==> src/tileMemPkg.sv <==
// Shared widths, address fields, region codes and fabric transaction types for the tile memory
package tileMemPkg;

    // ============================================================
    // Basic types
    // ============================================================
    typedef logic [31:0] tWord;    // Data and address word
    typedef logic [3:0]  tByteEn;  // One bit per byte lane
    typedef logic [7:0]  tTileId;  // Tile id on the fabric

    // Fabric opcodes
    typedef enum logic [1:0] {
        Rd    = 2'd0,
        Wr    = 2'd1,
        RdRsp = 2'd2
    } tOpcode;

    // One fabric transaction, 74 bits
    typedef struct packed {
        tWord   address;
        tWord   data;
        tOpcode opcode;
        tTileId requestorId;
    } tTileTrans;

    // ============================================================
    // Address fields
    // ============================================================
    // Target tile id sits in the top byte
    localparam int TileIdMsb = 31;
    localparam int TileIdLsb = 24;

    // Region select inside a fabric address
    localparam int RegionMsb = 23;
    localparam int RegionLsb = 22;

    localparam logic [1:0] RegionImem = 2'd0;
    localparam logic [1:0] RegionDmem = 2'd1;

    // Who-am-I read, low 24 bits all ones with tile field zero
    localparam logic [23:0] WhoAmIOffset = 24'hFF_FFFF;

endpackage

==> src/transFifo.sv <==
// Small synchronous queue of fabric transactions; holds read responses or outbound core requests
`timescale 1ns/10ps

module transFifo
    import tileMemPkg::*;
#(
    parameter int Depth = 2
) (
    input  logic      Clock,
    input  logic      rst,
    input  logic      push,
    input  tTileTrans pushData,
    input  logic      pop,       // Only when the arbiter grants this queue
    output tTileTrans popData,
    output logic      full,
    output logic      almostFull,
    output logic      empty
);

    localparam int PtrWidth = (Depth > 1) ? $clog2(Depth) : 1;
    localparam int CntWidth = $clog2(Depth + 1);

    tTileTrans           entries [Depth];  // Payload storage
    logic [PtrWidth-1:0] wrPtr;
    logic [PtrWidth-1:0] rdPtr;
    logic [CntWidth-1:0] count;

    always_ff @(posedge Clock) begin
        if (push) begin
            entries[wrPtr] <= pushData;
        end
    end

    always_ff @(posedge Clock) begin
        if (rst) begin
            wrPtr <= '0;
            rdPtr <= '0;
            count <= '0;
        end else begin
            if (push) begin
                wrPtr <= (wrPtr == PtrWidth'(Depth - 1)) ? '0 : wrPtr + 1'b1;  // Wrap
            end
            if (pop) begin
                rdPtr <= (rdPtr == PtrWidth'(Depth - 1)) ? '0 : rdPtr + 1'b1;
            end
            count <= count + CntWidth'(push) - CntWidth'(pop);
        end
    end

    assign popData    = entries[rdPtr];  // Head shows without a pop
    assign full       = (count == CntWidth'(Depth));
    assign almostFull = (count >= CntWidth'(Depth - 1));  // One slot or less left
    assign empty      = (count == '0);

    // Producer must respect full
    assert property (@(posedge Clock) disable iff (rst) full |-> !push);

endmodule

==> config.mk <==
export PLATFORM = sky130hd
export DESIGN_NAME = transFifo
export DESIGN_NICKNAME = d
export VERILOG_FILES = /design/src/tileMemPkg.sv /design/src/transFifo.sv
export SDC_FILE = /design/constraint.sdc
export NUM_CORES = 1
export LEC_CHECK = 0
export BUFFER_PORTS_ARGS = -buffer_cell sky130_fd_sc_hd__buf_2
export CORE_ASPECT_RATIO = 1.1
export CORE_MARGIN = 4
export CORE_UTILIZATION = 47
export CTS_CLUSTER_DIAMETER = 100
export DETAILED_ROUTE_END_ITERATION = 8
export PLACE_DENSITY = 0.75
export SYNTH_ARGS = -nofsm -noshare
export SYNTH_HDL_FRONTEND = slang
export SYNTH_SLANG_ARGS = --single-unit
==> constraint.sdc <==
create_clock -name Clock -period 4.1 [get_ports Clock]
set_input_delay 0.205 -clock Clock [delete_from_list [all_inputs] [get_ports Clock]]
set_output_delay 0.205 -clock Clock [all_outputs]
set_load 0.005 [all_outputs]
==> results by stage <==
STA:
- The final number of hold-violating endpoints is 0.
- Setup repair after global routing left no endpoint under its margin.
- The worst-margin pin slew is 1060 ps.
- The ratio of final minimum period to clock period is approximately 63%.
- The worst clock skew on the final layout is around 10 ps.
- The clock period minus worst slack is roughly 2600 ps.
- The setup-violating endpoint count in the final report is 0.
- Summed over all failing endpoints, the final setup total negative slack is 0 ps.
- The total count of max-transition violations in the final report was 0.
- The highest attainable clock frequency is ~390 MHz.
- The worst slew slack as a fraction of its limit is around 29%.
- The smallest hold slack is 89.8 ps.

Critical path:
- The startpoint class of the critical path is a flop.
- The signal on the critical path passes through buf_4 > mux2_4 > buf_2.
- The largest fanout of any net on the critical path is 60.
- Data on the critical path arrives at its endpoint at 2370 ps.
- The kind of critical path is flop to output port.
- Among all stages on the critical path, the largest delay is contributed by dfxtp_4.
- The required time of the critical path is roughly 3900 ps.
- The worst stage delay on the critical path is 1060 ps.
- The element type at the critical path end is an output port.

Die:
- The region available for standard cell placement spans between 0.01 and 0.015 mm^2.
- The die outline width is roughly 110 um.
- The height of the die is around 120 um.
- The initial utilization of the core area, before any placement, comes to around half.
- Pin placement for this block handled approximately 160 I/O pins.
- The die covers around 0.014 mm^2.
- The count of standard-cell rows is 42.

Final layout:
- The synthesis-to-finish area growth is 38.7%.
- The finished layout holds about 660 standard cells, fillers aside.
- The total inserted antenna cells is 0.
- The total non-filler cell area in the finished layout is between 0.008 and 0.009 mm^2.
- In the final layout, the share of cells above drive strength 1 is about 50%.
- The net total in the final layout is about 570.

Synthesis:
- The cell area that synthesis handed to floorplanning was 0.00581 mm^2.
- The synthesized design spends more area on one cell type than any other, namely edfxtp_1.
- The post-synthesis share of cell area spent on full adders, half adders and majority gates is 0.431%.
- Synthesis produced a netlist whose cell count is 252.
- Yosys printed 0 warnings.
- Ranked by instance count, the synthesized netlist is headed by edfxtp_1, mux2_4, mux2_2, buf_6, dfxtp_1.
- Among all flip-flop cells after synthesis, the most frequent one is edfxtp_1.
- The most frequent cell after synthesis is edfxtp_1.
- The mean cell area of the mapped netlist is about 23 um^2.
- The share of synthesized area in the top cell type comes to 76.5%.
- The number of nets in the synthesized netlist is about 330.
- The area share of xor/xnor cells in the synthesized design is 0.689%.
- The sequential fraction of the synthesis area is between 70 and 80%.
- The count of cell types in the netlist is 14.
- The combinational family with the most area after synthesis is multiplexers.
- The flip-flop and latch count after synthesis is about 150.
- Summing the areas of all compound-gate instances in the mapped netlist gives 0% of the synthesized area.
- The share of flip-flops with an asynchronous set or reset after synthesis is 0%.
- The synthesized netlist devotes less than 1% of its cell area to simple gates.
- Ranked by total cell area, the synthesized netlist is headed by edfxtp_1, mux2_4, mux2_2.
- The number of enable-type register cells in the synthesized netlist is about 150.
- In the synthesized netlist, mux cells make up 18.2% of the area.

Global route:
- The via count of the first global-routing pass is 3343.
- Global routing finished with a remaining overflow of 0.
- The pin count of the biggest net entering global routing is 75.
- For this run, the total global-route usage over all layers was measured as 15.6%.
- The initial antenna violation count was 0.
- The first global-routing pass estimated about 17 mm of wire.

Drt:
- The routed length per placed instance is ~16 um.
- After the first detailed-routing iteration, the DRC count stood at 119.
- The number of nets with antenna violations after detailed routing is 0.
- Using the TritonRoute via totals, the vias-per-cell ratio works out to roughly 4.7.
- The routed layout has about 3100 vias.
- After detailed routing, the number of remaining DRC violations is 0.
- The iteration count of the initial detailed-routing pass is 4.
- The final wirelength is between 10 and 15 mm.

Place:
- The post-detailed-placement cell area is approximately 0.0067 mm^2.
- The post-placement cell count is roughly 550.
- The final RePlAce weighted congestion is between 0.7 and 0.8.
- The HPWL after detailed placement is about 6.1 mm.
- The number of port buffers is around 150.

Power and ir drop:
- Total power for the finished layout comes to between 3 and 4 mW.
- Dividing total power by cell area gives a power density of between 400 and 500 mW/mm^2.
- The peak supply drop is 0.319 mV.
- The analysis attributes to cell leakage a power of 3.21 nW.

Clocking:
- Buffers added to address setup during post-CTS repair amount to 0.
- For the worst-skew pair, the clock arrives at the later sink with an insertion delay of approximately 410 ps.
- The library cell used as clock root buffer is clkbuf_16.
- The number of clock buffers inserted by TritonCTS is 17.
- The post-CTS resize count is 0.
- In this run the deepest clock path goes through 2 buffers.
- The number of sinks on the clock net is approximately 150.
- After clock tree synthesis, the clock-pin slew on the worst setup and hold paths is 60 ps.
- TritonCTS built the clock tree.
- The CTS H-tree depth is 4.

Min path:
- In this run the worst hold path is classified as input port to flop.

Run:
- The count of maximum capacitance violations is 0.

Outcome:
- The run finished with clean final reports.
cell type report:
type | instances | area [um^2]
clock inverters | 12 | 151
inverters | 3 | 11.3
clock buffers | 20 | 437
repair buffers | 231 | 1540
flip-flops and latches | 153 | 4550
well taps | 154 | 193
fillers | 802 | 4030
multi-input cells | 88 | 1180
cells in the final DEF, fill, tap and decap left out, drive strengths merged:
cell         instances
ha                   2
dlygate4sd3         75
xnor3                1
buf                156
clkinv               6
or2                  1
edfxtp             148
inv                  3
clkinvlp             3
clkbuf              20
mux2                74
and2                 1
dfxtp                5
bufinv               3
nor2b                3
xnor2                2
nor2                 4
registers in the layout, summed over array words and instances, names as in the netlist, named ones only:
signal   cells
entries    148
count        2
rdPtr        1
wrPtr        1
report_power, final:
part           internal (mW)  switching (mW)
sequential              1.83          0.0556
clock                  0.953           0.569
combinational          0.271           0.164
total                   3.05           0.788
worst paths after layout:
kind | slack (ps) | depth (start not counted) | from | endpoint
worst max-delay path | 1520 | 3 | flop | popData[22]
worst min-delay path | 90 | 3 | pop | flop
worst max register to register | 2380 | 1 | wrPtr | entries[1][44]
worst min register to register | 520 | 2 | rdPtr | flop
what timing repair did:
action | CTS | global route
endpoints found under the setup margin | 0 | 0
hold buffers | 75 | 0
hold endpoints to repair | 151 | 0
routing by layer:
metal / wire length (um) / track usage, %
met2: 5650 / 27.4
met5: 0 / 0
met3: 710 / 5.00
met1: 4050 / 17.3
met4: 176 / 6.22
logic make-up after synthesis:
kind of cell	Yosys count
mux	74
buf+inv	11
fa+ha+maj	2
flops	153
simple gates	9
xor+xnor	3
per-stage QoR:
step           worst slack (ps)  utilization, %
6_report                   1520            66.7
2_1_floorplan              1410               -
4_1_cts                    1450            66.7
3_3_place_gp               1950            55.6
5_1_grt                    1360            66.7
3_5_place_dp               1900            55.6
worst max-delay path: cells and delay by family, from the launching register on:
family                 cells  cell delay, ps
flip-flops                 1            1060
buffers and inverters      2             560
multiplexers               1             330
(Power assumes the default switching activity.)
