===== config.mk =====
export PLATFORM = sky130hd
export DESIGN_NAME = fabricSlave_flat
export DESIGN_NICKNAME = d
export VERILOG_FILES = /design/src/tileMemPkg.sv /design/src/memPortIf.sv /design/src/fabricSlave.sv /design/src/flat_wrapper.sv
export SDC_FILE = /design/constraint.sdc
export NUM_CORES = 1
export LEC_CHECK = 0
export ABC_AREA = 0
export BUFFER_PORTS_ARGS = -buffer_cell sky130_fd_sc_hd__buf_2
export CAP_MARGIN = 25
export CORE_AREA = 2 2 136 138
export DETAILED_ROUTE_END_ITERATION = 8
export DIE_AREA = 0 0 138 140
export GPL_TIMING_DRIVEN = 0
export PLACE_DENSITY = 0.38
export REMOVE_ABC_BUFFERS = 1
export SLEW_MARGIN = 20
export SYNTH_ARGS = -nofsm -noshare
export SYNTH_HDL_FRONTEND = slang
export SYNTH_SLANG_ARGS = --single-unit

===== constraint.sdc =====
create_clock -name Clock -period 1.21 [get_ports Clock]
set_clock_uncertainty 0.1 [all_clocks]
set_input_delay 0.0605 -clock Clock [delete_from_list [all_inputs] [get_ports Clock]]
set_output_delay 0.0605 -clock Clock [all_outputs]
set_load 0.1 [all_outputs]

===== src/tileMemPkg.sv =====
// Shared widths, address fields, region codes and fabric transaction types for the tile memory
package tileMemPkg;

    // ============================================================
    // Basic types
    // ============================================================
    typedef logic [31:0] tWord;    // Data and address word
    typedef logic [3:0]  tByteEn;  // One bit per byte lane
    typedef logic [7:0]  tTileId;  // Tile id on the fabric

    // Fabric opcodes
    typedef enum logic [1:0] {
        Rd    = 2'd0,
        Wr    = 2'd1,
        RdRsp = 2'd2
    } tOpcode;

    // One fabric transaction, 74 bits
    typedef struct packed {
        tWord   address;
        tWord   data;
        tOpcode opcode;
        tTileId requestorId;
    } tTileTrans;

    // ============================================================
    // Address fields
    // ============================================================
    // Target tile id sits in the top byte
    localparam int TileIdMsb = 31;
    localparam int TileIdLsb = 24;

    // Region select inside a fabric address
    localparam int RegionMsb = 23;
    localparam int RegionLsb = 22;

    localparam logic [1:0] RegionImem = 2'd0;
    localparam logic [1:0] RegionDmem = 2'd1;

    // Who-am-I read, low 24 bits all ones with tile field zero
    localparam logic [23:0] WhoAmIOffset = 24'hFF_FFFF;

endpackage


===== src/memPortIf.sv =====
// Fabric-side port of a tile memory, driven by the fabric slave and served by a RAM
`timescale 1ns/10ps

interface memPortIf
    import tileMemPkg::*;
();

    logic wrEn;    // Full-word write this cycle
    tWord addr;    // Byte address, word index from bit 2
    tWord wrData;
    tWord rdData;  // Valid one cycle after addr

    modport host (output wrEn, addr, wrData, input rdData);
    modport ram  (input wrEn, addr, wrData, output rdData);

endinterface


===== src/fabricSlave.sv =====
// Inbound fabric decode: writes to either memory and read responses into the response queue
`timescale 1ns/10ps

module fabricSlave
    import tileMemPkg::*;
(
    input  logic      Clock,
    input  logic      rst,
    input  tTileId    localTileId,
    input  logic      inFabricValidQ503H,
    input  tTileTrans inFabricQ503H,
    memPortIf.host    imemPort,
    memPortIf.host    dmemPort,
    output logic      rspPush,
    output tTileTrans rspPushData
);

    logic [1:0] regionQ503H;
    logic       imemHitQ503H;
    logic       dmemHitQ503H;
    logic       wrReqQ503H;
    logic       rdReqQ503H;
    logic       rspValidQ504H;
    logic       imemHitQ504H;
    logic       dmemHitQ504H;
    tWord       rspAddressQ504H;

    assign regionQ503H  = inFabricQ503H.address[RegionMsb:RegionLsb];
    assign imemHitQ503H = (regionQ503H == RegionImem);
    assign dmemHitQ503H = (regionQ503H == RegionDmem);
    assign wrReqQ503H   = inFabricValidQ503H && (inFabricQ503H.opcode == Wr);
    assign rdReqQ503H   = inFabricValidQ503H && (inFabricQ503H.opcode == Rd);

    // Both RAMs see the address, only the hit one writes
    assign imemPort.wrEn   = wrReqQ503H && imemHitQ503H;
    assign imemPort.addr   = inFabricQ503H.address;
    assign imemPort.wrData = inFabricQ503H.data;
    assign dmemPort.wrEn   = wrReqQ503H && dmemHitQ503H;
    assign dmemPort.addr   = inFabricQ503H.address;
    assign dmemPort.wrData = inFabricQ503H.data;

    always_ff @(posedge Clock) begin
        if (rst) begin
            rspValidQ504H <= 1'b0;
        end else begin
            rspValidQ504H <= rdReqQ503H;
        end
    end

    always_ff @(posedge Clock) begin
        imemHitQ504H    <= imemHitQ503H;
        dmemHitQ504H    <= dmemHitQ503H;
        // Response goes back to the requester tile
        rspAddressQ504H <= {inFabricQ503H.requestorId, inFabricQ503H.address[TileIdLsb-1:0]};
    end

    assign rspPush = rspValidQ504H;

    always_comb begin
        rspPushData.address     = rspAddressQ504H;
        rspPushData.opcode      = RdRsp;
        rspPushData.requestorId = localTileId;  // We are the responder
        if (imemHitQ504H) begin
            rspPushData.data = imemPort.rdData;
        end else if (dmemHitQ504H) begin
            rspPushData.data = dmemPort.rdData;
        end else begin
            rspPushData.data = '0;  // Unmapped region
        end
    end

endmodule


===== src/flat_wrapper.sv =====
// flat-port wrapper written by rule: the top's interface ports become plain ports
module fabricSlave_flat import tileMemPkg::*;
  (Clock, rst, localTileId, inFabricValidQ503H, inFabricQ503H, rspPush, rspPushData, imemPort_wrEn, imemPort_addr, imemPort_wrData, imemPort_rdData, dmemPort_wrEn, dmemPort_addr, dmemPort_wrData, dmemPort_rdData);
  memPortIf imemPort_i ();
  memPortIf dmemPort_i ();
  input  logic Clock;
  input  logic rst;
  input  tTileId localTileId;
  input  logic inFabricValidQ503H;
  input  tTileTrans inFabricQ503H;
  output logic rspPush;
  output tTileTrans rspPushData;
  output wire logic [$bits(imemPort_i.wrEn)-1:0] imemPort_wrEn;
  output wire logic [$bits(imemPort_i.addr)-1:0] imemPort_addr;
  output wire logic [$bits(imemPort_i.wrData)-1:0] imemPort_wrData;
  input wire logic [$bits(imemPort_i.rdData)-1:0] imemPort_rdData;
  output wire logic [$bits(dmemPort_i.wrEn)-1:0] dmemPort_wrEn;
  output wire logic [$bits(dmemPort_i.addr)-1:0] dmemPort_addr;
  output wire logic [$bits(dmemPort_i.wrData)-1:0] dmemPort_wrData;
  input wire logic [$bits(dmemPort_i.rdData)-1:0] dmemPort_rdData;
  assign imemPort_wrEn = imemPort_i.wrEn;
  assign imemPort_addr = imemPort_i.addr;
  assign imemPort_wrData = imemPort_i.wrData;
  assign imemPort_i.rdData = imemPort_rdData;
  assign dmemPort_wrEn = dmemPort_i.wrEn;
  assign dmemPort_addr = dmemPort_i.addr;
  assign dmemPort_wrData = dmemPort_i.wrData;
  assign dmemPort_i.rdData = dmemPort_rdData;
  fabricSlave u_core (.Clock(Clock), .rst(rst), .localTileId(localTileId), .inFabricValidQ503H(inFabricValidQ503H), .inFabricQ503H(inFabricQ503H), .imemPort(imemPort_i), .dmemPort(dmemPort_i), .rspPush(rspPush), .rspPushData(rspPushData));
endmodule

==> impl_metrics.yaml <==
outcome:
  status: "finished, violations left"
  failed_checks: "negative setup slack"
floorplan:
  die_w_um: 138
  fp.dieH_um: 140
  core-area_um2: 17800
  num_rows: 49
  die-area_um2: 19300
  start_util: 0.120
  io_pins: 354
synthesis:
  ys.flop_type: "dfxtp_1"
  synth_top_area_cell: "buf_4"
  yosysMostFrequentCell: "buf_4"
  synth-seq-cells: 35
  synthCells: 223
  yosys.cell_types.count: 15
  netlist_top_cells_area: "buf_4 48%, dfxtp_1 33%, a22o_1 13%, buf_6 2.1%, buf_2 0.70%"
  synth_area_um2: 2140
  ys_warn_count: 0
  synth-seq-area-share: 0.327
  synth_commonest_cells: "138 x buf_4, 35 x dfxtp_1, 31 x a22o_1"
  synthArstFlopShare: 0
  syn_area_per_cell_um2: 9.60
  synth_top_area_share: 0.484
  synth_edf_count: 0
routing:
  routedWlPerCell_um: 20.6
  ant_nets: 0
  drt_iter0_markers: 70
  viasPerCell: 3.58
  firstDrtPassIters: 4
  drc: 0
  vias: 2049
  drt-total-wl_um: 11800
placement:
  place_congestion: 0.894
  pre_cts_slack_ns: -0.850
  dp_hpwl_um: 8890
  placed_area_um2: 2410
  port_buffers: 215
clock_network:
  cts_tree: "built"
  cts_root_buf: "clkbuf_16"
  cts.sinks: 35
  cts_max_path_buffers: 2
  tritoncts.num_buffers: 5
  htree_levels: 2
  path_clk_slew_ns: 0.06
timing:
  finalSetupViolCount: 32
  setup_ws_ns: -0.312
  relSlewSlack: 0.661
  worstMarginPinSlew_ns: 0.513
  finalHoldViolCount: 0
  period_share: 1.26
  fmax_mhz: 657
  final-max-slew-violation-count: 0
  grt_setup_unrepaired: "yes"
  period_needed_ns: 1.52
global_route:
  antenna_found_initial: 0
  overflow: 0
  grt_pass1_wl_um: 15400
  grt_pass1_vias: 2095
  globalRouteTotalUtil: 0.114
  grt_max_degree: 18
pwr:
  power_density_nw_per_um2: 1400
  ir_worst_vdd_uv: 786
  p_leak_nw: 1.80
finish:
  syn_to_final_growth_pct: 72.3
  n_antenna_cell: 0
  stdcell_area_um2: 3690
  nNetsFinal: 492
  drive_gt1_frac: 0.727
critical_path:
  critPathKind: "reg -> out"
  max_stage_delay_ns: 0.39
  critPathTopFamily: "flip-flops"
  cpMostUsedCell: "buf_12"
  end_kind: "output port"
  required_ns: 1.05
  critPathBufInv: 2
  crit_fanout: 15
  critPathLaunchType: "register"
  crit_chain: "nor2b_4, buf_12, a22o_1, buf_12"
  worstPathArrival_ns: 1.36
  slowest_stage: "dfxtp_4"
run:
  drv_cap: 0
worst_hold_path:
  hold_class: "in -> reg"
==> cell usage in the layout (no fill, tap or decap) <==
| cell type | count |
|---|---|
| nor3b_1 | 1 |
| nor2_1 | 1 |
| nor3_1 | 1 |
| clkbuf_1 | 1 |
| o21ai_4 | 1 |
| buf_12 | 34 |
| clkbuf_4 | 6 |
| a22o_1 | 14 |
| clkbuf_16 | 5 |
| dlygate4sd3_1 | 36 |
| nor4b_1 | 1 |
| conb_1 | 2 |
| clkbuf_8 | 1 |
| clkinv_4 | 1 |
| dfxtp_4 | 2 |
| buf_4 | 9 |
| nor2b_4 | 2 |
| nand2_1 | 2 |
| buf_2 | 171 |
| dfxtp_1 | 33 |
| nor2b_1 | 1 |
| a22o_4 | 17 |
| buf_8 | 1 |
| nand3b_1 | 1 |
==> cells by family after synthesis <==
group | count (synthesis) | synth area share
flops | 35 | 0.327
compound gates | 32 | 0.129
buf+inv | 145 | 0.512
simple gates | 9 | 0.0281
other cells | 2 | 0.00351
==> through the flow <==
stage | hold slack [ns] | cells | util | setup TNS (ns) | power, mW
after floorplan | -0.0118 | 78 | - | -30.55 | 2.34
after CTS | 0.0109 | 573 | 0.199 | -9.28 | 5.16
after global routing | 0.0169 | 573 | 0.207 | -10.19 | 5.34
after detailed placement | 0.0222 | 522 | 0.135 | -25.41 | 3.39
final | 0.00410 | 573 | 0.207 | -8.71 | 5.15
after global placement | 0.0222 | 522 | 0.135 | -32.40 | 3.39
==> what timing repair did <==
item / CTS / global route
hold endpoints to repair: 35 / 0
hold buffers: 36 / 0
buffers inserted: 6 / 1
pin swaps: 5 / 3
gates cloned: 1 / 0
gates resized for setup: 141 / 24
setup endpoints to repair: 37 / 39
==> final timing paths <==
check,start,endpoint,slack (ns),depth (start not counted)
max,u_core.imemHitQ504H$_DFF_P_,rspPushData[29],-0.31,4
min,inFabricQ503H[64],u_core.dmemHitQ504H$_DFF_P_,0.004,2
==> registers in the layout (all words and copies together), names as in the netlist <==
name,flops
u_core.imemHitQ504H,1
u_core.rspPush,1
u_core.dmemHitQ504H,1
u_core.rspAddressQ504H,32
==> layout make-up <==
class	instances	area (um^2)
clock buffer	7	143
timing repair buffer	257	2020
tap	229	287
multi-input combinational	44	518
clock inverter	1	8.76
sequential	35	708
fill	1927	14100
==> power breakdown <==
part	leakage [nW]	internal (mW)	switching, mW
clock network	0.0741	0.823	0.486
registers	0.296	1.21	0.0241
logic	1.43	0.687	1.92
total	1.80	2.72	2.43
==> per-layer routing <==
layer / wire length, um / GRT usage / vias to the layer above
li1: - / - / 835
met1: 3990 / 0.107 / 903
met2: 4670 / 0.157 / 295
met3: 2690 / 0.116 / 14
met4: 373 / 0.0505 / 2
met5: 77 / 0.0501 / -
No activity file was read; power rests on OpenSTA's default activity.
