**src/tileMemPkg.sv**
```systemverilog
// Shared widths, address fields, region codes and fabric transaction types for the tile memory
package tileMemPkg;

    // ============================================================
    // Basic types
    // ============================================================
    typedef logic [31:0] tWord;    // Data and address word
    typedef logic [3:0]  tByteEn;  // One bit per byte lane
    typedef logic [7:0]  tTileId;  // Tile id on the fabric

    // Fabric opcodes
    typedef enum logic [1:0] {
        Rd    = 2'd0,
        Wr    = 2'd1,
        RdRsp = 2'd2
    } tOpcode;

    // One fabric transaction, 74 bits
    typedef struct packed {
        tWord   address;
        tWord   data;
        tOpcode opcode;
        tTileId requestorId;
    } tTileTrans;

    // ============================================================
    // Address fields
    // ============================================================
    // Target tile id sits in the top byte
    localparam int TileIdMsb = 31;
    localparam int TileIdLsb = 24;

    // Region select inside a fabric address
    localparam int RegionMsb = 23;
    localparam int RegionLsb = 22;

    localparam logic [1:0] RegionImem = 2'd0;
    localparam logic [1:0] RegionDmem = 2'd1;

    // Who-am-I read, low 24 bits all ones with tile field zero
    localparam logic [23:0] WhoAmIOffset = 24'hFF_FFFF;

endpackage

```
**src/fabricArbiter.sv**
```systemverilog
// Round-robin choice between response and request queues toward the fabric output
`timescale 1ns/10ps

module fabricArbiter
    import tileMemPkg::*;
(
    input  logic      Clock,
    input  logic      rst,
    input  logic      fabReady,
    input  logic      rspEmpty,
    input  logic      reqEmpty,
    input  tTileTrans rspData,
    input  tTileTrans reqData,
    output logic      rspPop,
    output logic      reqPop,
    output logic      outFabricValidQ505H,
    output tTileTrans outFabricQ505H
);

    logic rspCand;
    logic reqCand;
    logic rspFirst;  // Round-robin priority that favors responses when high

    // No candidates while the fabric pushes back
    assign rspCand = !rspEmpty && fabReady;
    assign reqCand = !reqEmpty && fabReady;

    assign rspPop = rspCand && (rspFirst || !reqCand);
    assign reqPop = reqCand && !rspPop;

    always_ff @(posedge Clock) begin
        if (rst) begin
            rspFirst <= 1'b1;
        end else if (rspPop) begin
            rspFirst <= 1'b0;  // Requests next
        end else if (reqPop) begin
            rspFirst <= 1'b1;
        end
    end

    // ============================================================
    // Output mux
    // ============================================================
    assign outFabricValidQ505H = rspPop || reqPop;

    always_comb begin
        if (rspPop) begin
            outFabricQ505H = rspData;
        end else if (reqPop) begin
            outFabricQ505H = reqData;
        end else begin
            outFabricQ505H = '0;
        end
    end

    // With both queues waiting the next grant goes to the other queue
    assert property (@(posedge Clock) disable iff (rst)
        (rspPop && reqCand) |=> (reqPop || !fabReady));
    assert property (@(posedge Clock) disable iff (rst)
        (reqPop && rspCand) |=> (rspPop || !fabReady));

endmodule

```
**config.mk**
```make
export PLATFORM = sky130hd
export DESIGN_NAME = fabricArbiter
export DESIGN_NICKNAME = d
export VERILOG_FILES = /design/src/tileMemPkg.sv /design/src/fabricArbiter.sv
export SDC_FILE = /design/constraint.sdc
export NUM_CORES = 1
export LEC_CHECK = 0
export ABC_AREA = 1
export BUFFER_PORTS_ARGS = -buffer_cell sky130_fd_sc_hd__clkbuf_2
export CAP_MARGIN = 10
export CORE_AREA = 2 2 88 90
export CTS_CLUSTER_DIAMETER = 40
export DETAILED_ROUTE_END_ITERATION = 16
export DIE_AREA = 0 0 90 92
export HOLD_SLACK_MARGIN = 0.03
export PLACE_DENSITY = 0.63
export SYNTH_ARGS = -nofsm -noshare
export SYNTH_HDL_FRONTEND = slang
export SYNTH_SLANG_ARGS = --single-unit
```
**constraint.sdc**
```tcl
create_clock -name Clock -period 1.2 [get_ports Clock]
set_input_delay 0.12 -clock Clock [delete_from_list [all_inputs] [get_ports Clock]]
set_output_delay 0.12 -clock Clock [all_outputs]
set_load 0.05 [all_outputs]
```
==> results.md, run 1 <==
* Status: finished with violations
* Failing checks: negative setup slack
* Max reg flops at 1
* Share of cells above drive strength 1 at 79.80%
* Dpl ws at -0.2202 ns
* Post-DP Area at 0.002972 mm2
* DIE AREA at 0.008280 mm2
* Synth Cell Area at 0.001461 mm2
* Pwr Density at 542.5 mW/mm2
* Final worst path period need at 1.288 ns
* GRT Total Usage at 17.28%
* Top flop regs: rspFirst x1
* Maxcap violations at 0
* Routed via count at 2952
* Clock Skews at 0 ns
* Net Count, Synth at 422
* GP Congestion at 0.7483
* Min Hold Slack at 0.3053 ns
* Drt pass-1 iters at 5
* Xor and xnor area share after synthesis at 0%
* Grt total ovfl at 0
* Chip width at 90 um
* Util after Layout at 60.64%
* Simple logic cell fraction of the synthesized area at 83.13%
* Post-synthesis adder-cell area fraction at 0%
* Vias in the first global route at 2653
* Initial antenna violation count at 0
* Most frequent cells in the layout: clkbuf_2, nand3_1, nand2_2
* Layout Nets at 650
* Die Y at 92 um
* Fin crit share at 107.4%
* Total wire length at 9856 um
* Synth Area in Compound Gates at 0.3425%
* Hold Path Class: in2reg
* Ranking of synthesized cells by area: nand3_1, nand3_2, nand2_1, buf_2, buf_6
* WP data arrival at 1.17 ns
* Largest net degree at the start of global routing at 40
* Hpwl dp at 5243 um
* Final worst slack at -0.08827 ns
* Synth warn at 0
* Wire per inst at 16.51 um
* Cell area after layout at 0.004516 mm2
* Largest family of logic cells by synthesized area: simple AND/OR/NAND/NOR gates
* Leakage Power at 2.281 nW
* Critical path class: reg2out
* Critical path peak fanout at 5
* IO buf count at 229
* Pins Over Slew Limit at 0
* First-pass GRT wire length at 12470 um
* Commonest non-fill, non-tap cell in the layout: clkbuf_2
* Critical path endpoint category: output port
* DRT iter0 DRCs at 96
* CP Launch Type: flip-flop
* Post-synthesis mux area share at 0%
* RSZ-0062 raised after global routing: yes
* Endpoints failing setup at 75
* # DRC at 0
* Core area at 0.007447 mm2
* Clock slew at reported path FFs at 0 ns
* Worst skew pair latency at 0 ns
* Ant diodes at 0
* Post-route ant nets at 0
* Row count at 32
* Cells after synthesis at 269
* CP required at 1.08 ns
* Synth cell types at 14
* Syn Area/Cell at 5.433 um2
* Slew HR at 80.70%
* F_max at 776.2 MHz
* Worst-Margin Slew at 0.2894 ns
* Cell taking the most area after synthesis: nand3_1
* IO Count at 230
* Synthesis-to-finish area growth at 209.0%
* DR vias/cell at 4.945
* Yosys top cell area share at 40.41%
* FF+latch count, synth at 1
* Largest Register: rspFirst
* Final hold vios at 0
* CTS Hold Buffers Added at 0
* Starting Density at 19.62%
* Seq/Total Area, Yosys at 1.370%
* Worst vdd ir at 0.0003359 V
-- logic make-up after synthesis --
group	Yosys count
buffers and inverters	38
AOI/OAI and AO/OA	1
and+or+nand+nor	229
DFF	1
-- Yosys cell counts (all sizes together) --
| master | instances |
|---|---|
| nand2 | 78 |
| nand3 | 148 |
| clkbuf | 4 |
| o21ai | 1 |
| inv | 6 |
| buf | 28 |
| nor2 | 3 |
| dfxtp | 1 |
-- through the flow --
step / TNS (ns) / power [mW] / cells
2_1_floorplan: -0.1192 / 1.134 / 269
3_3_place_gp: -10.89 / 1.670 / 576
3_5_place_dp: -11.93 / 1.688 / 576
4_1_cts: -2.756 / 2.138 / 585
5_1_grt: -6.971 / 2.546 / 597
6_report: -3.541 / 2.450 / 597
-- layout make-up --
| cell class | count | area [um2] |
|---|---|---|
| fillers | 629 | 2932 |
| flip-flops and latches | 1 | 21.27 |
| well taps | 102 | 127.6 |
| repair buffers | 258 | 2740 |
| multi-input cells | 230 | 1599 |
| inverters | 6 | 27.53 |
-- final timing paths --
path	cells past startpoint	slack (ns)	endpoint	from
worst min register to register	2	0.48	rspFirst$_SDFFE_PP1P_	rspFirst$_SDFFE_PP1P_
worst max-delay path	8	-0.09	outFabricQ505H[48]	rspFirst$_SDFFE_PP1P_
worst max register to register	6	0.22	rspFirst$_SDFFE_PP1P_	rspFirst$_SDFFE_PP1P_
worst min-delay path	3	0.31	rspFirst$_SDFFE_PP1P_	rst
-- layer usage --
metal  vias to the layer above  global-route usage, %  wire, um
li1                       1380                      -         -
met1                      1391                  20.90      3984
met2                       171                  32.08      5010
met3                        10                  3.615       754
met4                         0                  2.436       107
met5                         -                      0         0
-- what timing repair did --
action / CTS / global route
setup buffers: 5 / 1
pin swaps: 3 / 8
endpoints found under the setup margin: 77 / 77
gates resized for setup: 168 / 101
endpoints found under the hold margin: 0 / 0
gates cloned: 4 / 11
-- critical path: stages (launching register included) --
cell	delay, ns
dfxtp_2	0.30
inv_2	0.06
nand2_4	0.08
nand2_8	0.10
buf_8	0.15
clkbuf_16	0.16
nand3_2	0.07
nand2_2	0.08
clkbuf_16	0.16
-- where the power goes --
group / switching [mW] / total [mW] / internal (mW)
Clock: 0 / 0 / 0
Combinational: 1.32 / 2.41 / 1.09
Sequential: 0.00140 / 0.0380 / 0.0366
(Power assumes the default switching activity.)
==> run 2: changes to the inputs <==
==> config.mk (replaced) <==
export PLATFORM = sky130hd
export DESIGN_NAME = fabricArbiter
export DESIGN_NICKNAME = d
export VERILOG_FILES = /design/src/tileMemPkg.sv /design/src/fabricArbiter.sv
export SDC_FILE = /design/constraint.sdc
export NUM_CORES = 1
export LEC_CHECK = 0
export ABC_AREA = 1
export CAP_MARGIN = 10
export CORE_AREA = 2 2 90 92
export CTS_CLUSTER_DIAMETER = 40
export DETAILED_ROUTE_END_ITERATION = 16
export DIE_AREA = 0 0 92 94
export DONT_BUFFER_PORTS = 1
export HOLD_SLACK_MARGIN = 0.03
export PLACE_DENSITY = 0.35
export SYNTH_ARGS = -nofsm -noshare
export SYNTH_HDL_FRONTEND = slang
export SYNTH_SLANG_ARGS = --single-unit
==> run 2 against run 1 <==
Net effect:
- the run still ends with negative setup slack left
- sequential share of layout area increased by 0.29 points
- routed wire length decreased by 24%
- clock skew unchanged
- worst setup slack improved by 0.063 ns
- flip-flop and latch count unchanged
- maximum frequency increased by 5.2%
- combinational power decreased by 34%
- sequential power about the same
- critical path depth decreased by 2
- first-iteration DRC count decreased by 39%
- total power decreased by 34%
- critical path type unchanged
- critical endpoint is now outFabricQ505H[15]
==> results.md, run 2 (synthesis results as in run 1) <==
* Clock slew at reported path FFs at 0 ns (unchanged)
* Min Hold Slack at 0.2243 ns (-0.08099 ns)
* Most frequent cells in the layout: nand3_1, nand3_2, nand2_4
* Largest net degree at the start of global routing at 29 (-28%)
* Initial antenna violation count at 0 (unchanged)
* Clock Skews at 0 ns (unchanged)
* Post-DP Area at 0.001866 mm2 (-37%)
* # DRC at 0 (unchanged)
* Worst vdd ir at 0.0002148 V (-36%)
* Total wire length at 7517 um (-24%)
* Worst skew pair latency at 0 ns (unchanged)
* First-pass GRT wire length at 9708 um (-22%)
* Fillers at 771 (+23%)
* Chip width at 92 um (+2.2%)
* Multi-input logic area at 0.002074 mm2 (+30%)
* Cell area after layout at 0.002801 mm2 (-38%)
* CP required at 1.08 ns (about the same)
* Commonest non-fill, non-tap cell in the layout: nand3_1
* Failing checks: negative setup slack
* CP Launch Type: flip-flop
* CTS Hold Buffers Added at 0 (unchanged)
* GP Congestion at 0.7308 (-2.3%)
* Hpwl dp at 4680 um (-11%)
* IO buf count at 0 (-100%)
* Row count at 32 (unchanged)
* Fin crit share at 102.1% (-5.3 points)
* DRT iter0 DRCs at 59 (-39%)
* Critical path endpoint category: output port
* IO Count at 230 (unchanged)
* DIE AREA at 0.008648 mm2 (+4.4%)
* Wire per inst at 20.26 um (+23%)
* RSZ-0062 raised after global routing: yes
* Worst-Margin Slew at 0.2450 ns (-0.04447 ns)
* Final hold vios at 0 (unchanged)
* Core area at 0.007607 mm2 (+2.2%)
* Grt total ovfl at 0 (unchanged)
* Slew HR at 83.63% (+2.9 points)
* Ant diodes at 0 (unchanged)
* Final worst slack at -0.02507 ns (+0.06319 ns)
* Leakage Power at 1.072 nW (-53%)
* Vias in the first global route at 1882 (-29%)
* Final setup TNS at -0.08304 ns (+3.458 ns)
* Post-route ant nets at 0 (unchanged)
* R2r setup slk at 0.17 ns (-0.05 ns)
* GRT Total Usage at 13.90% (-3.4 points)
* Top flop regs: rspFirst x1
* Die Y at 94 um (+2.2%)
* Drt pass-1 iters at 4 (-1)
* Endpoints failing setup at 10 (-87%)
* WP data arrival at 1.11 ns (-0.06 ns)
* Pwr Density at 578.4 mW/mm2 (+6.6%)
* Largest Register: rspFirst
* Final worst path period need at 1.225 ns (-0.06319 ns)
* Synthesis-to-finish area growth at 91.70%
* Routed via count at 2035 (-31%)
* Status: finished with violations
* Max reg flops at 1 (unchanged)
* Dpl ws at -0.1067 ns (+0.1135 ns)
* Share of cells above drive strength 1 at 68.03% (-12 points)
* Reg area at 21.27 um2 (unchanged)
* Critical path peak fanout at 10 (+5)
* Layout Nets at 424 (-35%)
* Maxcap violations at 0 (unchanged)
* Hold Path Class: in2reg
* F_max at 816.3 MHz (+5.2%)
* Critical path class: reg2out
* Pins Over Slew Limit at 0 (unchanged)
* DR vias/cell at 5.485 (+11%)
* Starting Density at 19.21% (-0.41 points)
run 2: final timing paths:
path,start,cells past startpoint,endpoint
setup / recovery,rspFirst$_SDFFE_PP1P_,6,outFabricQ505H[15]
hold / removal,rst,2,rspFirst$_SDFFE_PP1P_
setup reg to reg,rspFirst$_SDFFE_PP1P_,6,rspFirst$_SDFFE_PP1P_
hold reg to reg,rspFirst$_SDFFE_PP1P_,2,rspFirst$_SDFFE_PP1P_
run 2: timing repair:
item / 4_1_cts / 5_1_grt
buffers inserted: 2 / 1
endpoints found under the setup margin: 74 / 78
hold endpoints to repair: 0 / 0
pin swaps: 19 / 33
gates cloned: 3 / 6
resized for setup: 92 / 52
run 2: cell type report:
| class | count | area share (%) |
|---|---|---|
| Multi-Input combinational cell | 231 | 74.05 |
| Timing Repair Buffer | 31 | 19.83 |
| Tap cell | 102 | 4.556 |
| Inverter | 6 | 0.8039 |
| Sequential cell | 1 | 0.7593 |
run 2: worst max-delay path: stages, from the launching register on:
cell and delay, ns:
dfxtp_2 0.30, inv_2 0.08, nand2_8 0.10, nand2_8 0.14, clkbuf_16 0.17, nand3_1 0.12, nand2_4 0.18
run 2: where the power goes:
part / internal (mW) / leakage (nW) / switching [mW]
Combinational: 0.429 / 1.06 / 1.15
Sequential: 0.0366 / 0.00794 / 0.00139
Clock: 0 / 0 / 0
Total: 0.465 / 1.07 / 1.15
run 2: per-layer routing:
layer	part of all wire [%]	vias to the layer above	global-route usage, %
met2	55	140	28.92
met5	0	-	0
met4	0.28	0	0
met3	8.8	2	2.167
met1	36	965	15.57
li1	-	928	-
run 2: metrics by stage:
stage	total power, mW	utilization (%)	cells
final	1.620	36.83	371
after CTS	1.492	31.86	366
after global placement	1.291	24.52	361
after floorplan	1.134	-	269
after global routing	1.686	36.83	371
after detailed placement	1.293	24.52	361
==> run 3: changes to the inputs <==
--- a/config.mk
+++ b/config.mk
@@ -13,7 +13,7 @@
 export DIE_AREA = 0 0 92 94
 export DONT_BUFFER_PORTS = 1
 export HOLD_SLACK_MARGIN = 0.03
-export PLACE_DENSITY = 0.35
+export PLACE_DENSITY = 0.34
 export SYNTH_ARGS = -nofsm -noshare
 export SYNTH_HDL_FRONTEND = slang
 export SYNTH_SLANG_ARGS = --single-unit
==> run 3 against run 2 <==
Net effect:
- the flow still finishes with violations (negative setup slack)
- clock skew unchanged
- via count down 4.4%
- utilization down 3.0 points
- final cell count up 0.54%
- global-route usage down 1.9 points
- total power down 6.1%
- routed wire length down 13%
- maximum frequency up 0.77%
- largest power group unchanged
==> results.md, run 3 (synthesis results as in run 1) <==
* IO Count at 230 (unchanged)
* Global-route met2 utilization at 25.74% (-3.2 points)
* Status: finished with violations
* RSZ-0062 raised after global routing: yes
* DR vias/cell at 5.214 (-4.9%)
* DIE AREA at 0.008648 mm2 (unchanged)
* Worst vdd ir at 0.0002093 V (-2.6%)
* Final worst slack at -0.01569 ns (+0.009382 ns)
* Multi-input logic area at 0.001954 mm2 (-5.8%)
* Busiest layer in global routing: met2
* Top flop regs: rspFirst x1
* Critical path endpoint category: flip-flop
* CP required at 1.08 ns (about the same)
* Min Hold Slack at 0.2188 ns (-0.005466 ns)
* Vias in the first global route at 1701 (-9.6%)
* Worst reg2reg startpoint: rspFirst$_SDFFE_PP1P_
* NetSw at 1.111 mW (-3.8%)
* Cell area after layout at 0.002572 mm2 (-8.2%)
* Drt pass-1 iters at 4 (unchanged)
* Crit-path max cell delay at 0.31 ns (about the same)
* IO buf count at 0 (unchanged)
* Hold Path Class: in2reg
* Ant diodes at 0 (unchanged)
* Switching share of power at 73.03% (+1.7 points)
* Fin crit share at 101.3% (-0.78 points)
* Met3 Resource Use GR at 2.247% (+0.080 points)
* Synthesis-to-finish area growth at 76.03%
* Endpoints failing setup at 7 (-3)
* Internal Power at 0.4103 mW (-12%)
* CP cell instances: inv_2 > nand2_4 > nand2_8 > buf_16 > buf_8 > buf_4 > o21ai_0 > nand2_1
* DRT iter0 DRCs at 52 (-12%)
* Failing checks: negative setup slack
* Largest Register: rspFirst
* Clock Skews at 0 ns (unchanged)
* GP Congestion at 0.7902 (+8.1%)
* Reg area at 21.27 um2 (unchanged)
* Met1 GRT Util at 12.63% (-2.9 points)
* Combinational power share at 97.5% (-0.2 points)
* Layout Nets at 426 (+0.47%)
* Pins Over Slew Limit at 0 (unchanged)
* Power share of the sequential group at 2.5% (+0.2 points)
* Final hold vios at 0 (unchanged)
* Commonest non-fill, non-tap cell in the layout: nand3_1
* Chip width at 92 um (unchanged)
* Slew HR at 78.24% (-5.4 points)
* Final Instance Count excl. Fillers at 373 (+0.54%)
* Fillers at 779 (+1.0%)
* Leakage Power at 1.017 nW (-5.1%)
* Wire per inst at 17.45 um (-14%)
* Final worst path period need at 1.216 ns (-0.009382 ns)
* GRT Total Usage at 12.01% (-1.9 points)
* Post-route ant nets at 0 (unchanged)
* Dpl ws at -0.08412 ns (+0.02261 ns)
* Max reg flops at 1 (unchanged)
* Placed insts at 368 (+1.9%)
* Critical path peak fanout at 7 (-3)
* F_max at 822.6 MHz (+0.77%)
* Row count at 32 (unchanged)
* Starting Density at 19.21% (unchanged)
* Post-DP Area at 0.001906 mm2 (+2.1%)
* Largest net degree at the start of global routing at 50 (+72%)
* Hpwl dp at 4644 um (-0.76%)
* Core area at 0.007607 mm2 (unchanged)
* CTS Hold Buffers Added at 0 (unchanged)
* Share of cells above drive strength 1 at 62.36% (-5.7 points)
* Worst skew pair latency at 0 ns (unchanged)
* Most frequent cells in the layout: nand3_1, nand2_4, nand3_2
* Routed via count at 1945 (-4.4%)
* WP data arrival at 1.09 ns (-0.02 ns)
* Total chip power at 1.521 mW (-6.1%)
* Initial antenna violation count at 0 (unchanged)
* # DRC at 0 (unchanged)
* Worst path slowest cell: dfxtp_2
* CP Launch Type: flip-flop
* Hold_sp: rst
* Die Y at 94 um (unchanged)
* Clock slew at reported path FFs at 0 ns (unchanged)
* Crit. Startpoint: rspFirst$_SDFFE_PP1P_
* Pwr Density at 591.3 mW/mm2 (+2.2%)
* Grt total ovfl at 0 (unchanged)
* Maxcap violations at 0 (unchanged)
* Worst-Margin Slew at 0.3263 ns (+0.08137 ns)
* Clock power frac at 0% (unchanged)
* Critical path class: reg2reg
* First-pass GRT wire length at 8569 um (-12%)
* Total wire length at 6510 um (-13%)
## run 3: changes by cell type in the layout (fill, tap and decap cells not counted), moves of 2 or more
cell,previous run,this run
nand2_2,5,8
buf_12,13,11
buf_8,3,1
buf_4,1,14
nand2_1,4,6
nand3_2,63,49
clkbuf_16,5,0
nand3_1,79,93
nand2_4,62,57
## run 3: area by class of cell
| type | instances | area share (%) |
|---|---|---|
| inverter | 6 | 0.8755 |
| multi-input combinational | 230 | 75.97 |
| sequential | 1 | 0.8268 |
| tap | 102 | 4.961 |
| timing repair buffer | 34 | 17.36 |
## run 3: power groups by stage
stage | Clock [mW] | Combinational [mW] | Sequential (mW)
2_1_floorplan | 0 | 1.10 | 0.0369
3_3_place_gp | 0 | 1.26 | 0.0371
6_report | 0 | 1.48 | 0.0378
4_1_cts | 0 | 1.40 | 0.0379
3_5_place_dp | 0 | 1.26 | 0.0370
5_1_grt | 0 | 1.54 | 0.0380
## run 3: critical path: cells and delay by family, from the launching register on
family | cells | cell delay [ns]
AO/OA/AOI/OAI | 1 | 0.06
buffers and inverters | 4 | 0.46
AND/OR/NAND/NOR | 3 | 0.27
flip-flops | 1 | 0.31
## run 3: through the flow
step,utilization (%),setup TNS [ns]
final,33.82,-0.06686
after global routing,33.82,-1.488
after CTS,30.12,-0.1356
after detailed placement,25.05,-3.098
after global placement,25.05,-2.901
after floorplan,-,-0.1192
## run 3: metal layers
layer / part of all wire [%] / wire [um]
met1: 34 / 2216
met2: 55 / 3584
met3: 10 / 657
met4: 0.78 / 51
met5: 0 / 0
## run 3: final timing paths
| path | to | depth (start not counted) | slack (ns) |
|---|---|---|---|
| worst max-delay path | rspFirst$_SDFFE_PP1P_ | 8 | -0.02 |
| worst min-delay path | rspFirst$_SDFFE_PP1P_ | 2 | 0.22 |
| worst min register to register | rspFirst$_SDFFE_PP1P_ | 2 | 0.47 |
| worst max register to register | rspFirst$_SDFFE_PP1P_ | 8 | -0.02 |
## run 3: timing repair
item                       in CTS  in global routing
buffers inserted                4                  0
pin swaps                      10                  7
hold endpoints to repair        0                  0
cloned                          1                  0
setup endpoints to repair      74                 70
resized for setup              66                 50
